==> src/logic/ex_pkg.sv <==
package ex_pkg;

    localparam int XLEN   = 32;
    localparam int REG_AW = 5;
    localparam int CSR_AW = 12;

    // machine CSRs kept by this stage
    localparam logic [CSR_AW-1:0] CSR_MTVEC    = 12'h305;
    localparam logic [CSR_AW-1:0] CSR_MSCRATCH = 12'h340;
    localparam logic [CSR_AW-1:0] CSR_MEPC     = 12'h341;

    // store widths
    localparam logic [2:0] F3_SB = 3'b000;
    localparam logic [2:0] F3_SH = 3'b001;
    localparam logic [2:0] F3_SW = 3'b010;

    // csr ops
    localparam logic [2:0] F3_CSRRW  = 3'b001;
    localparam logic [2:0] F3_CSRRWI = 3'b101;

    typedef enum logic [1:0] {
        ALU_ADD    = 2'b00,
        ALU_REG    = 2'b01,
        ALU_IMM    = 2'b10,
        ALU_PASS_B = 2'b11
    } alu_op_t;

    typedef enum logic [3:0] {
        CTRL_ADD,
        CTRL_SUB,
        CTRL_SLL,
        CTRL_SLT,
        CTRL_SLTU,
        CTRL_XOR,
        CTRL_SRL,
        CTRL_SRA,
        CTRL_OR,
        CTRL_AND,
        CTRL_PASS_B
    } alu_ctrl_t;

    typedef enum logic [1:0] {
        WR_ALU = 2'b00,
        WR_MEM = 2'b01,
        WR_PC4 = 2'b10,
        WR_CSR = 2'b11
    } wr_sel_t;

    typedef enum logic [1:0] {
        FWD_REG   = 2'b00,
        FWD_EXMEM = 2'b01,
        FWD_WB    = 2'b10
    } fwd_sel_t;

    typedef struct packed {
        logic              valid;
        logic [XLEN-1:0]   pc;
        logic [XLEN-1:0]   pc_plus4;
        logic [XLEN-1:0]   rs1_data;
        logic [XLEN-1:0]   rs2_data;
        logic [REG_AW-1:0] rs1_addr;
        logic [REG_AW-1:0] rs2_addr;
        logic [REG_AW-1:0] rd_addr;
        logic [XLEN-1:0]   imm;
        logic [CSR_AW-1:0] csr_addr;
        logic [2:0]        funct3;
        logic              bit30;
        alu_op_t           alu_op;
        logic              a_is_pc;
        logic              b_is_imm;
        logic              store;
        logic              csr_we;
        logic              rd_we;
        wr_sel_t           wr_sel;
    } ex_in_t;

    typedef struct packed {
        logic              valid;
        logic [XLEN-1:0]   result;
        logic [XLEN-1:0]   store_data;
        logic [3:0]        byte_en;
        logic              store_misaligned;
        logic [REG_AW-1:0] rd_addr;
        logic              rd_we;
        wr_sel_t           wr_sel;
        logic [XLEN-1:0]   pc_plus4;
    } ex_out_t;

endpackage
==> src/logic/ex_stage.sv <==
`timescale 1ns/100ps

module ex_stage (
    input  logic                      clk_i,
    input  logic                      arst_n_i,
    input  ex_pkg::ex_in_t            ex_in_i,
    input  logic                      wb_we_i,
    input  logic [ex_pkg::REG_AW-1:0] wb_addr_i,
    input  logic [ex_pkg::XLEN-1:0]   wb_data_i,
    output ex_pkg::ex_out_t           ex_out_o
);
    import ex_pkg::*;

    logic [XLEN-1:0] rs1_fwd;
    logic [XLEN-1:0] rs2_fwd;
    logic [XLEN-1:0] alu_a;
    logic [XLEN-1:0] alu_b;
    logic [XLEN-1:0] alu_result;
    logic [XLEN-1:0] csr_rdata;
    logic [XLEN-1:0] store_data;
    logic [3:0]      byte_en;
    logic            misaligned;
    logic            csr_wr;
    alu_ctrl_t       alu_ctrl;
    ex_out_t         ex_next;

    // ex_out_o doubles as the ex/mem forwarding source
    operand_forward u_operand_forward (
        .ex_in_i   (ex_in_i),
        .exmem_i   (ex_out_o),
        .wb_we_i   (wb_we_i),
        .wb_addr_i (wb_addr_i),
        .wb_data_i (wb_data_i),
        .rs1_fwd_o (rs1_fwd),
        .rs2_fwd_o (rs2_fwd),
        .alu_a_o   (alu_a),
        .alu_b_o   (alu_b)
    );

    alu_decoder u_alu_decoder (
        .alu_op_i   (ex_in_i.alu_op),
        .funct3_i   (ex_in_i.funct3),
        .bit30_i    (ex_in_i.bit30),
        .alu_ctrl_o (alu_ctrl)
    );

    alu u_alu (
        .a_i        (alu_a),
        .b_i        (alu_b),
        .alu_ctrl_i (alu_ctrl),
        .result_o   (alu_result)
    );

    // address offset comes from the computed effective address
    store_align u_store_align (
        .store_i      (ex_in_i.store),
        .funct3_i     (ex_in_i.funct3),
        .offset_i     (alu_result[1:0]),
        .rs2_i        (rs2_fwd),
        .byte_en_o    (byte_en),
        .store_data_o (store_data),
        .misaligned_o (misaligned)
    );

    assign csr_wr = ex_in_i.valid && ex_in_i.csr_we;

    csr_file u_csr_file (
        .clk_i    (clk_i),
        .arst_n_i (arst_n_i),
        .we_i     (csr_wr),
        .addr_i   (ex_in_i.csr_addr),
        .funct3_i (ex_in_i.funct3),
        .rs1_i    (rs1_fwd),
        .uimm_i   (ex_in_i.imm),
        .rdata_o  (csr_rdata)
    );

    always_comb begin
        ex_next.valid            = ex_in_i.valid;
        ex_next.result           = (ex_in_i.wr_sel == WR_CSR) ? csr_rdata : alu_result;
        ex_next.store_data       = store_data;
        // nothing leaves an invalid slot enabled
        ex_next.byte_en          = ex_in_i.valid ? byte_en : 4'b0000;
        ex_next.store_misaligned = ex_in_i.valid && ex_in_i.store && misaligned;
        ex_next.rd_addr          = ex_in_i.rd_addr;
        ex_next.rd_we            = ex_in_i.valid && ex_in_i.rd_we;
        ex_next.wr_sel           = ex_in_i.wr_sel;
        ex_next.pc_plus4         = ex_in_i.pc_plus4;
    end

    // ex/mem register
    always_ff @(posedge clk_i or negedge arst_n_i) begin
        if (!arst_n_i) begin
            ex_out_o <= '0;
        end else begin
            ex_out_o <= ex_next;
        end
    end

endmodule

==> src/logic/csr_file.sv <==
`timescale 1ns/100ps

module csr_file (
    input  logic                      clk_i,
    input  logic                      arst_n_i,
    input  logic                      we_i,
    input  logic [ex_pkg::CSR_AW-1:0] addr_i,
    input  logic [2:0]                funct3_i,
    input  logic [ex_pkg::XLEN-1:0]   rs1_i,
    input  logic [ex_pkg::XLEN-1:0]   uimm_i,
    output logic [ex_pkg::XLEN-1:0]   rdata_o
);
    import ex_pkg::*;

    logic [XLEN-1:0] mtvec_q;
    logic [XLEN-1:0] mscratch_q;
    logic [XLEN-1:0] mepc_q;
    logic [XLEN-1:0] wdata;
    logic            wr_en;

    always_comb begin
        case (funct3_i)
            F3_CSRRW:  wdata = rs1_i;
            F3_CSRRWI: wdata = uimm_i;
            default:   wdata = '0;
        endcase
    end

    assign wr_en = we_i && ((funct3_i == F3_CSRRW) || (funct3_i == F3_CSRRWI));

    // old value, before the write at this edge
    always_comb begin
        case (addr_i)
            CSR_MTVEC:    rdata_o = mtvec_q;
            CSR_MSCRATCH: rdata_o = mscratch_q;
            CSR_MEPC:     rdata_o = mepc_q;
            default:      rdata_o = '0;
        endcase
    end

    always_ff @(posedge clk_i or negedge arst_n_i) begin
        if (!arst_n_i) begin
            mtvec_q    <= '0;
            mscratch_q <= '0;
            mepc_q     <= '0;
        end else if (wr_en) begin
            case (addr_i)
                CSR_MTVEC:    mtvec_q    <= wdata;
                CSR_MSCRATCH: mscratch_q <= wdata;
                CSR_MEPC:     mepc_q     <= wdata;
                // unknown address, write dropped
                default: begin
                end
            endcase
        end
    end

endmodule

==> src/logic/store_align.sv <==
`timescale 1ns/100ps

module store_align (
    input  logic                    store_i,
    input  logic [2:0]              funct3_i,
    input  logic [1:0]              offset_i,
    input  logic [ex_pkg::XLEN-1:0] rs2_i,
    output logic [3:0]              byte_en_o,
    output logic [ex_pkg::XLEN-1:0] store_data_o,
    output logic                    misaligned_o
);
    import ex_pkg::*;

    always_comb begin
        byte_en_o    = 4'b0000;
        store_data_o = rs2_i;
        misaligned_o = 1'b0;
        if (store_i) begin
            case (funct3_i)
                F3_SB: begin
                    byte_en_o    = 4'b0001 << offset_i;
                    store_data_o = {4{rs2_i[7:0]}};
                end
                F3_SH: begin
                    store_data_o = {2{rs2_i[15:0]}};
                    if (offset_i[0])
                        misaligned_o = 1'b1;
                    else
                        byte_en_o = offset_i[1] ? 4'b1100 : 4'b0011;
                end
                F3_SW: begin
                    if (offset_i != 2'b00)
                        misaligned_o = 1'b1;
                    else
                        byte_en_o = 4'b1111;
                end
                // unsupported width, no lanes
                default: begin
                    byte_en_o = 4'b0000;
                end
            endcase
        end
    end

endmodule

==> src/logic/operand_forward.sv <==
`timescale 1ns/100ps

module operand_forward (
    input  ex_pkg::ex_in_t            ex_in_i,
    input  ex_pkg::ex_out_t           exmem_i,
    input  logic                      wb_we_i,
    input  logic [ex_pkg::REG_AW-1:0] wb_addr_i,
    input  logic [ex_pkg::XLEN-1:0]   wb_data_i,
    output logic [ex_pkg::XLEN-1:0]   rs1_fwd_o,
    output logic [ex_pkg::XLEN-1:0]   rs2_fwd_o,
    output logic [ex_pkg::XLEN-1:0]   alu_a_o,
    output logic [ex_pkg::XLEN-1:0]   alu_b_o
);
    import ex_pkg::*;

    function automatic fwd_sel_t pick_src(
        input logic [REG_AW-1:0] src,
        input logic              exmem_ok,
        input logic [REG_AW-1:0] exmem_rd,
        input logic              wb_we,
        input logic [REG_AW-1:0] wb_rd
    );
        fwd_sel_t sel;
        sel = FWD_REG;
        // x0 always reads the register file
        if (src == '0)
            sel = FWD_REG;
        else if (exmem_ok && (src == exmem_rd))
            sel = FWD_EXMEM;
        else if (wb_we && (src == wb_rd))
            sel = FWD_WB;
        return sel;
    endfunction

    function automatic logic [XLEN-1:0] fwd_value(
        input fwd_sel_t          sel,
        input logic [XLEN-1:0]   reg_val,
        input logic [XLEN-1:0]   exmem_val,
        input logic [XLEN-1:0]   wb_val
    );
        case (sel)
            FWD_EXMEM: return exmem_val;
            FWD_WB:    return wb_val;
            default:   return reg_val;
        endcase
    endfunction

    fwd_sel_t rs1_sel;
    fwd_sel_t rs2_sel;
    logic     exmem_ok;

    // load data is not ready yet in ex/mem
    assign exmem_ok = exmem_i.valid && exmem_i.rd_we && (exmem_i.wr_sel != WR_MEM);

    assign rs1_sel = pick_src(ex_in_i.rs1_addr, exmem_ok, exmem_i.rd_addr, wb_we_i, wb_addr_i);
    assign rs2_sel = pick_src(ex_in_i.rs2_addr, exmem_ok, exmem_i.rd_addr, wb_we_i, wb_addr_i);

    assign rs1_fwd_o = fwd_value(rs1_sel, ex_in_i.rs1_data, exmem_i.result, wb_data_i);
    assign rs2_fwd_o = fwd_value(rs2_sel, ex_in_i.rs2_data, exmem_i.result, wb_data_i);

    assign alu_a_o = ex_in_i.a_is_pc ? ex_in_i.pc : rs1_fwd_o;
    assign alu_b_o = ex_in_i.b_is_imm ? ex_in_i.imm : rs2_fwd_o;

endmodule

==> src/logic/alu.sv <==
`timescale 1ns/100ps

module alu (
    input  logic [ex_pkg::XLEN-1:0] a_i,
    input  logic [ex_pkg::XLEN-1:0] b_i,
    input  ex_pkg::alu_ctrl_t       alu_ctrl_i,
    output logic [ex_pkg::XLEN-1:0] result_o
);
    import ex_pkg::*;

    logic [4:0] shamt;
    logic       lt_s;
    logic       lt_u;

    assign shamt = b_i[4:0];
    assign lt_s  = $signed(a_i) < $signed(b_i);
    assign lt_u  = a_i < b_i;

    always_comb begin
        case (alu_ctrl_i)
            CTRL_ADD:    result_o = a_i + b_i;
            CTRL_SUB:    result_o = a_i - b_i;
            CTRL_SLL:    result_o = a_i << shamt;
            CTRL_SLT:    result_o = {{(XLEN-1){1'b0}}, lt_s};
            CTRL_SLTU:   result_o = {{(XLEN-1){1'b0}}, lt_u};
            CTRL_XOR:    result_o = a_i ^ b_i;
            CTRL_SRL:    result_o = a_i >> shamt;
            // sign bit fills from the left
            CTRL_SRA:    result_o = $signed(a_i) >>> shamt;
            CTRL_OR:     result_o = a_i | b_i;
            CTRL_AND:    result_o = a_i & b_i;
            CTRL_PASS_B: result_o = b_i;
            default:     result_o = '0;
        endcase
    end

endmodule

==> src/logic/alu_decoder.sv <==
`timescale 1ns/100ps

module alu_decoder (
    input  ex_pkg::alu_op_t   alu_op_i,
    input  logic [2:0]        funct3_i,
    input  logic              bit30_i,
    output ex_pkg::alu_ctrl_t alu_ctrl_o
);
    import ex_pkg::*;

    logic sub_en;

    // only R-type may subtract, addi ignores bit 30
    assign sub_en = bit30_i && (alu_op_i == ALU_REG);

    always_comb begin
        alu_ctrl_o = CTRL_ADD;
        case (alu_op_i)
            ALU_ADD: begin
                alu_ctrl_o = CTRL_ADD;
            end
            ALU_PASS_B: begin
                alu_ctrl_o = CTRL_PASS_B;
            end
            ALU_REG, ALU_IMM: begin
                case (funct3_i)
                    3'b000: alu_ctrl_o = sub_en ? CTRL_SUB : CTRL_ADD;
                    3'b001: alu_ctrl_o = CTRL_SLL;
                    3'b010: alu_ctrl_o = CTRL_SLT;
                    3'b011: alu_ctrl_o = CTRL_SLTU;
                    3'b100: alu_ctrl_o = CTRL_XOR;
                    // srai and sra both carry bit 30
                    3'b101: alu_ctrl_o = bit30_i ? CTRL_SRA : CTRL_SRL;
                    3'b110: alu_ctrl_o = CTRL_OR;
                    default: alu_ctrl_o = CTRL_AND;
                endcase
            end
            default: begin
                alu_ctrl_o = CTRL_ADD;
            end
        endcase
    end

endmodule

==> config.mk <==
export PLATFORM = sky130hd
export DESIGN_NAME = ex_stage
export DESIGN_NICKNAME = d
export VERILOG_FILES = /design/src/logic/ex_pkg.sv /design/src/logic/ex_stage.sv /design/src/logic/csr_file.sv /design/src/logic/store_align.sv /design/src/logic/operand_forward.sv /design/src/logic/alu.sv /design/src/logic/alu_decoder.sv
export SDC_FILE = /design/constraint.sdc
export NUM_CORES = 1
export LEC_CHECK = 0
export ABC_AREA = 1
export BUFFER_PORTS_ARGS = -buffer_cell sky130_fd_sc_hd__buf_2
export CORE_AREA = 5 5 246 248
export DETAILED_ROUTE_END_ITERATION = 6
export DIE_AREA = 0 0 251 253
export SLEW_MARGIN = 20
export SYNTH_ARGS = -nofsm -noshare
export SYNTH_HDL_FRONTEND = slang
export SYNTH_HIERARCHICAL = 1
export SYNTH_SLANG_ARGS = --single-unit
==> constraint.sdc <==
create_clock -name clk_i -period 5.6 [get_ports clk_i]
set_input_delay 0.56 -clock clk_i [delete_from_list [all_inputs] [get_ports clk_i]]
set_output_delay 0.56 -clock clk_i [all_outputs]
set_load 0.005 [all_outputs]
# == Yosys cells after proc, flatten, opt, wreduce, memory -nomap -nowiden ==
# Index checks and enable logic that the tools add are counted.
# op_classes
add_sub_neg,2
div,0
shifts,4
n_reduce_logical,23
mul,0
n_bitwise,3
order_cmp,2
n_mux,30
n_eq_ne,32
# ops
cell,count
32-bit case mux with 11 select lines,1
32-bit case mux with 2 select lines,4
32-bit two-way mux,4
32-bit case mux with 3 select lines,1
32-bit less-than comparator,2
"12-bit by 10-bit equality test with 1-bit output, second input constant",3
32-bit adder,1
32-bit bitwise AND,1
32-bit OR,1
32-bit by 5-bit << shifter with 32-bit output,1
32-bit by 5-bit >> shifter with 32-bit output,1
32-bit by 5-bit >>> shifter with 32-bit output,1
32-bit subtractor,1
32-bit XOR,1
4-bit case mux with 7 select lines,1
4-bit case mux with 3 select lines,2
5-bit equality test,4
4-bit two-way mux,5
"4-bit by 3-bit equality test with 1-bit output, second input constant",4
"4-bit equality test, second input constant",3
1-bit logical AND,12
2-bit two-way mux,6
"2-bit equality test, second input constant",5
5-bit logical NOT,2
other kinds (17),29
# totals
reg_bits,206
output_inout_bits,110
word_cells,108
mem_bits_rw,0
rom_bits,0
latch_bits,0
in_bits,241
n_memories,0

# == Logic depth before layout (Yosys ltp) ==
# logic_depth
word_depth,15
mapped_depth,41
mapped_depth_nobuf,37

# == Cells and area by module ==
# The synthesis kept the hierarchy.
# modules_own_cells
module,cells_each,instances,area_per_inst_um2,seq_area_each_um2
alu,2164,1,10402.5,0.0
csr_file,721,1,5380.2,2402.3
ex_stage,233,1,3375.7,2752.6
operand_forward,628,1,2985.4,0.0
store_align,138,1,631.9,0.0
alu_decoder,27,1,153.9,0.0

# == Worst setup path before layout ==
# No wires, ideal clock.
# synth_timing
path_type,in2reg
from,input ex_in_i[65] (netlist name)
to,register ex_out_o[44] (netlist name)
required_ns,5.538
path_buffers,5
stages,38
arrival_time_ns,4.428
setup_ns,0.062
slack_ns,1.110
cell_sequence,inv_1 > nand2_1 > nand2_1 > nor2_1 > nand3_1 > nor2_1 > nand2_1 > ha_1 > buf_6 > buf_4 > a21oi_1 > a21oi_2 > nand2_1 > nand2_1 > inv_2 > buf_2 > buf_1 > ha_1 > [2 not listed] > nand2_1 > nand3_1 > nand2_1 > nand2_1 > nand2_1 > nand2_1 > nand2_1 > nand2_1 > nor2_1 > nor2_1 > nand2_1 > nor2_1 > nand3_1 > nand3_1 > nand2_1 > inv_1 > nand2_1 > inv_1
# synth_rtl
element,line_no,rtl
"start, declared",ex_stage.sv:6,"input ex_pkg::ex_in_t ex_in_i,"
"end signal, assigned",ex_stage.sv:96,ex_out_o <= ex_next;
"end, declared",ex_stage.sv:10,output ex_pkg::ex_out_t ex_out_o

==> metrics.md <==
| Metric | Value |
|---|---|
| Status | finished, final reports clean |
| Root buffer cell | clkbuf_16 |
| TritonRoute pass-1 iters | 6 |
| Setup crit start kind | register |
| Post-layout util | 0.443 |
| Synth top cells by count | 1427 x nand2_1, 672 x nand3_1, 375 x inv_1 |
| Vias | 28.3k |
| Cell Area, Synth | 0.0229 sq mm |
| Post-CTS Setup Inserts | 0 |
| Register area | 0.00515 sq mm |
| Family with the most delay on the worst path | simple AND/OR/NAND/NOR gates |
| Core Rows | roughly 90 |
| Cts bufs inserted | 23 |
| Vias in the first global route | 26.0k |
| Pwr per Cell Area | about 230 mW/mm^2 |
| RSZ-0062 raised after global routing | false |
| Total track usage | 0.345 |
| Reg2reg end | ex_out_o[44] |
| Clock Tree Buf Depth | 3 |
| Slowest CP cell | dfrtp_1 |
| Port bufs | 350 |
| Post-synth EDFFs | 0 |
| Async set-reset flop share out of synthesis | 1.00 |
| Synth Warn # | 6 |
| Achievable clock frequency | slightly below 0.2 GHz |
| CP max FO | 17 |
| # DRC | 0 |
| Post-Route WL | 116 mm |
| Reg clk slew, reported paths | 0.06 ns |
| HP Class | input pin to register |
| Synth-to-layout area growth | 12.6% |
| Minimum clock period | 5.11 ns |
| Largest family of logic cells by synthesized area | simple AND/OR/NAND/NOR gates |
| Clock latency on the worst-skew pair | 0.54 ns |
| Largest cells by area after synthesis | nand2_1 23%, dfrtp_1 22%, nand3_1 15%, inv_1 6.1%, ha_1 5.8% |
| VDD IR-drop max | 0.247 mV |
| Met1 usage | 0.473 |
| Synth Flop Type | dfrtp_1 |
| Total negative slack | 0 ns |
| Hold Fails Final Rpt | 0 |
| Final hold slack | 0.118 ns |
| Post-Synthesis Cells | 3911 |
| Routing usage on met2 | 0.534 |
| Layout cells sized above 1 | 0.149 |
| H-tree Lvls | 1 |
| CP most frequent cell | nand2_1 |
| Largest net degree at the start of global routing | 155 |
| Post-Synth XOR/XNOR Area | 0.00344 |
| Critical R2R Launch | ex_out_o[34] |
| Multiplexer area fraction after synthesis | 0 |
| Hold_sp | ex_in_i[142] |
| Num ports | 351 |
| Grt met3 use | 0.0769 |
| Top Usage Layer GRT | met2 |
| Max-Cap Viols | 0 |
| WP data required | 6.08 ns |
| Routed Antenna Nets | 0 |
| Routed length per instance | 23.5 microns |
| Worst path buffer plus inverter count | 9 |
| Total gr overflow | 0 |
| Sequential fraction of the synthesis area | 0.225 |
| P_leak | 14.4 nW |
| Period utilization | 0.913 |
| Final setup viols | 0 |
| Setup crit end kind | register |
| Sink Count | 206 |
| Distinct cells, synth | 51 |
| Initial DRC count | approximately 3.5k |
| Max incr delay on CP | roughly 0.35 ns |
| Slew headroom | 0.236 |
| Die extent in y | 253 microns |
| Post-synthesis register bit count | 206 |
| Fillers | 6468 |
| DR vias/cell | 5.73 |
| First-pass GRT wire length | 168 mm |
| Antenna violations before repair | 6 |
| CTS tree | done |
| Final Max Tran Viols | 0 |
| Top-count cell post-synth | nand2_1 |
| Placer congestion estimate | 1.06 |
| Chip Width | 251 microns |
| Worst slew pin tran | 1.14 ns |
| Hpwl dp | 92.7 mm |
| Synth Area in Compound Gates | 0.0927 |
| Synth Area in Simple Gates | 0.491 |
| Top-area cell type share of the netlist area | 0.234 |
| Crit Path Class | register to register |
| Hold path cells | 1 |
| Flop2flop setup slack | 0.49 ns |
| Die area | 0.0635 sq mm |
| Pre-CTS setup slack | 0.327 ns |
| Multi-input gate area | 0.0149 sq mm |
| Synth Area in Adders | 0.0601 |
| Clk_skew | 0.0229 ns |
| Initial Utilization | 0.394 |
| Path depth of the worst reg2reg path | 33 |
| Core Region | between 0.05 and 0.06 sq mm |
| Mean area per synthesized cell | 5.86 sq um |
| Worst hold path endpoint | ex_out_o[6] |
| Final Worst Setup Slack | 0.489 ns |
| Syn Nets | 4261 |
| Area leader, netlist | nand2_1 |
| NumNets Final | between 4k and 5k |
| Arr. time, crit path | between 5 and 6 ns |
## timing repair
| item | CTS | global route |
|---|---|---|
| gates resized for setup | 0 | 1 |
| hold buffers | 1 | 0 |
| hold endpoints to repair | 47 | 0 |
| endpoints found under the setup margin | 0 | 1 |
## placed cells by master, fill, tap and decap left out, types with 4 or more instances in the layout
cell and count:
inv_2 20, buf_4 92, xor2_1 5, nor2_2 5
o211ai_1 9, o21bai_1 10, o21ai_0 83, or2_1 4
nor2_1 284, clkbuf_16 23, inv_1 373, nand2_2 18
clkbuf_8 9, nand2_1 1425, o22ai_1 34, a21oi_1 135
a21oi_2 62, and2_1 8, buf_12 4, nand3_1 672
dfrtp_1 206, buf_2 349, o21ai_1 4, ha_1 107
xnor2_1 4, nand4_1 126, nand2_4 5, nor3_1 24
nand3b_1 5, nor2_4 13
## power by group
group | switching [W] | internal, W | leakage [nW]
registers | 0.000109 | 0.00158 | 2.68
clock network | 0.000662 | 0.000908 | 0.381
logic | 0.00187 | 0.000735 | 11.4
## logic make-up (layout without fill, tap and decap cells)
kind of cell | count (synthesis) | count (layout)
and+or+nand+nor | 2602 | 2602
buffers and inverters | 633 | 886
AOI/OAI and AO/OA | 352 | 352
DFF | 206 | 206
adders and majority gates | 109 | 109
xor gates and xnor gates | 9 | 9
other | 0 | 1
## cell type report
type,count,area share
well taps,773,0.0375
clock buffers,32,0.0267
multi-input cells,3072,0.576
diodes,1,0.0000969
repair buffers,448,0.0988
clock inverters,9,0.00334
inverters,397,0.0582
flip-flops and latches,206,0.200
## worst max-delay path by stage
| stage | start | to | cells past startpoint |
|---|---|---|---|
| floorplan | ex_in_i[65] | ex_out_o[44] | 38 |
| global placement | ex_in_i[65] | ex_out_o[84] | 28 |
| detailed placement | ex_in_i[65] | ex_out_o[44] | 33 |
| CTS | ex_out_o[34] | ex_out_o[44] | 31 |
| global route | ex_out_o[34] | ex_out_o[44] | 31 |
| finish | ex_out_o[34] | ex_out_o[44] | 33 |
## worst reg2reg max path, delay by kind of cell, from the launching register on
kind	cells	cell delay (ns)
AO/OA/AOI/OAI	1	0.14
buffers and inverters	9	1.31
adder cells (fa/ha/maj)	2	0.66
AND/OR/NAND/NOR	21	2.60
flip-flops	1	0.35
## layer usage
metal | wire (microns) | part of all wire
met1 | 47100 | 0.41
met2 | 50900 | 0.44
met3 | 13000 | 0.11
met4 | 5010 | 0.043
met5 | 34 | 0.00029
## per-stage QoR
stage,instance area (sq um),total power [W],instances
after CTS,25800,0.00578,4937
after floorplan,22900,0.00314,3911
after detailed placement,25000,0.00421,4895
after global routing,25800,0.00614,4938
final,25800,0.00586,4938
after global placement,25000,0.00422,4895
## registers in the layout, indices dropped and copies added (netlist names)
| signal | count |
|---|---|
| ex_out_o | 110 |
| u_csr_file/mepc_q | 32 |
| u_csr_file/mscratch_q | 32 |
| u_csr_file/mtvec_q | 32 |
(Power assumes the default switching activity.)
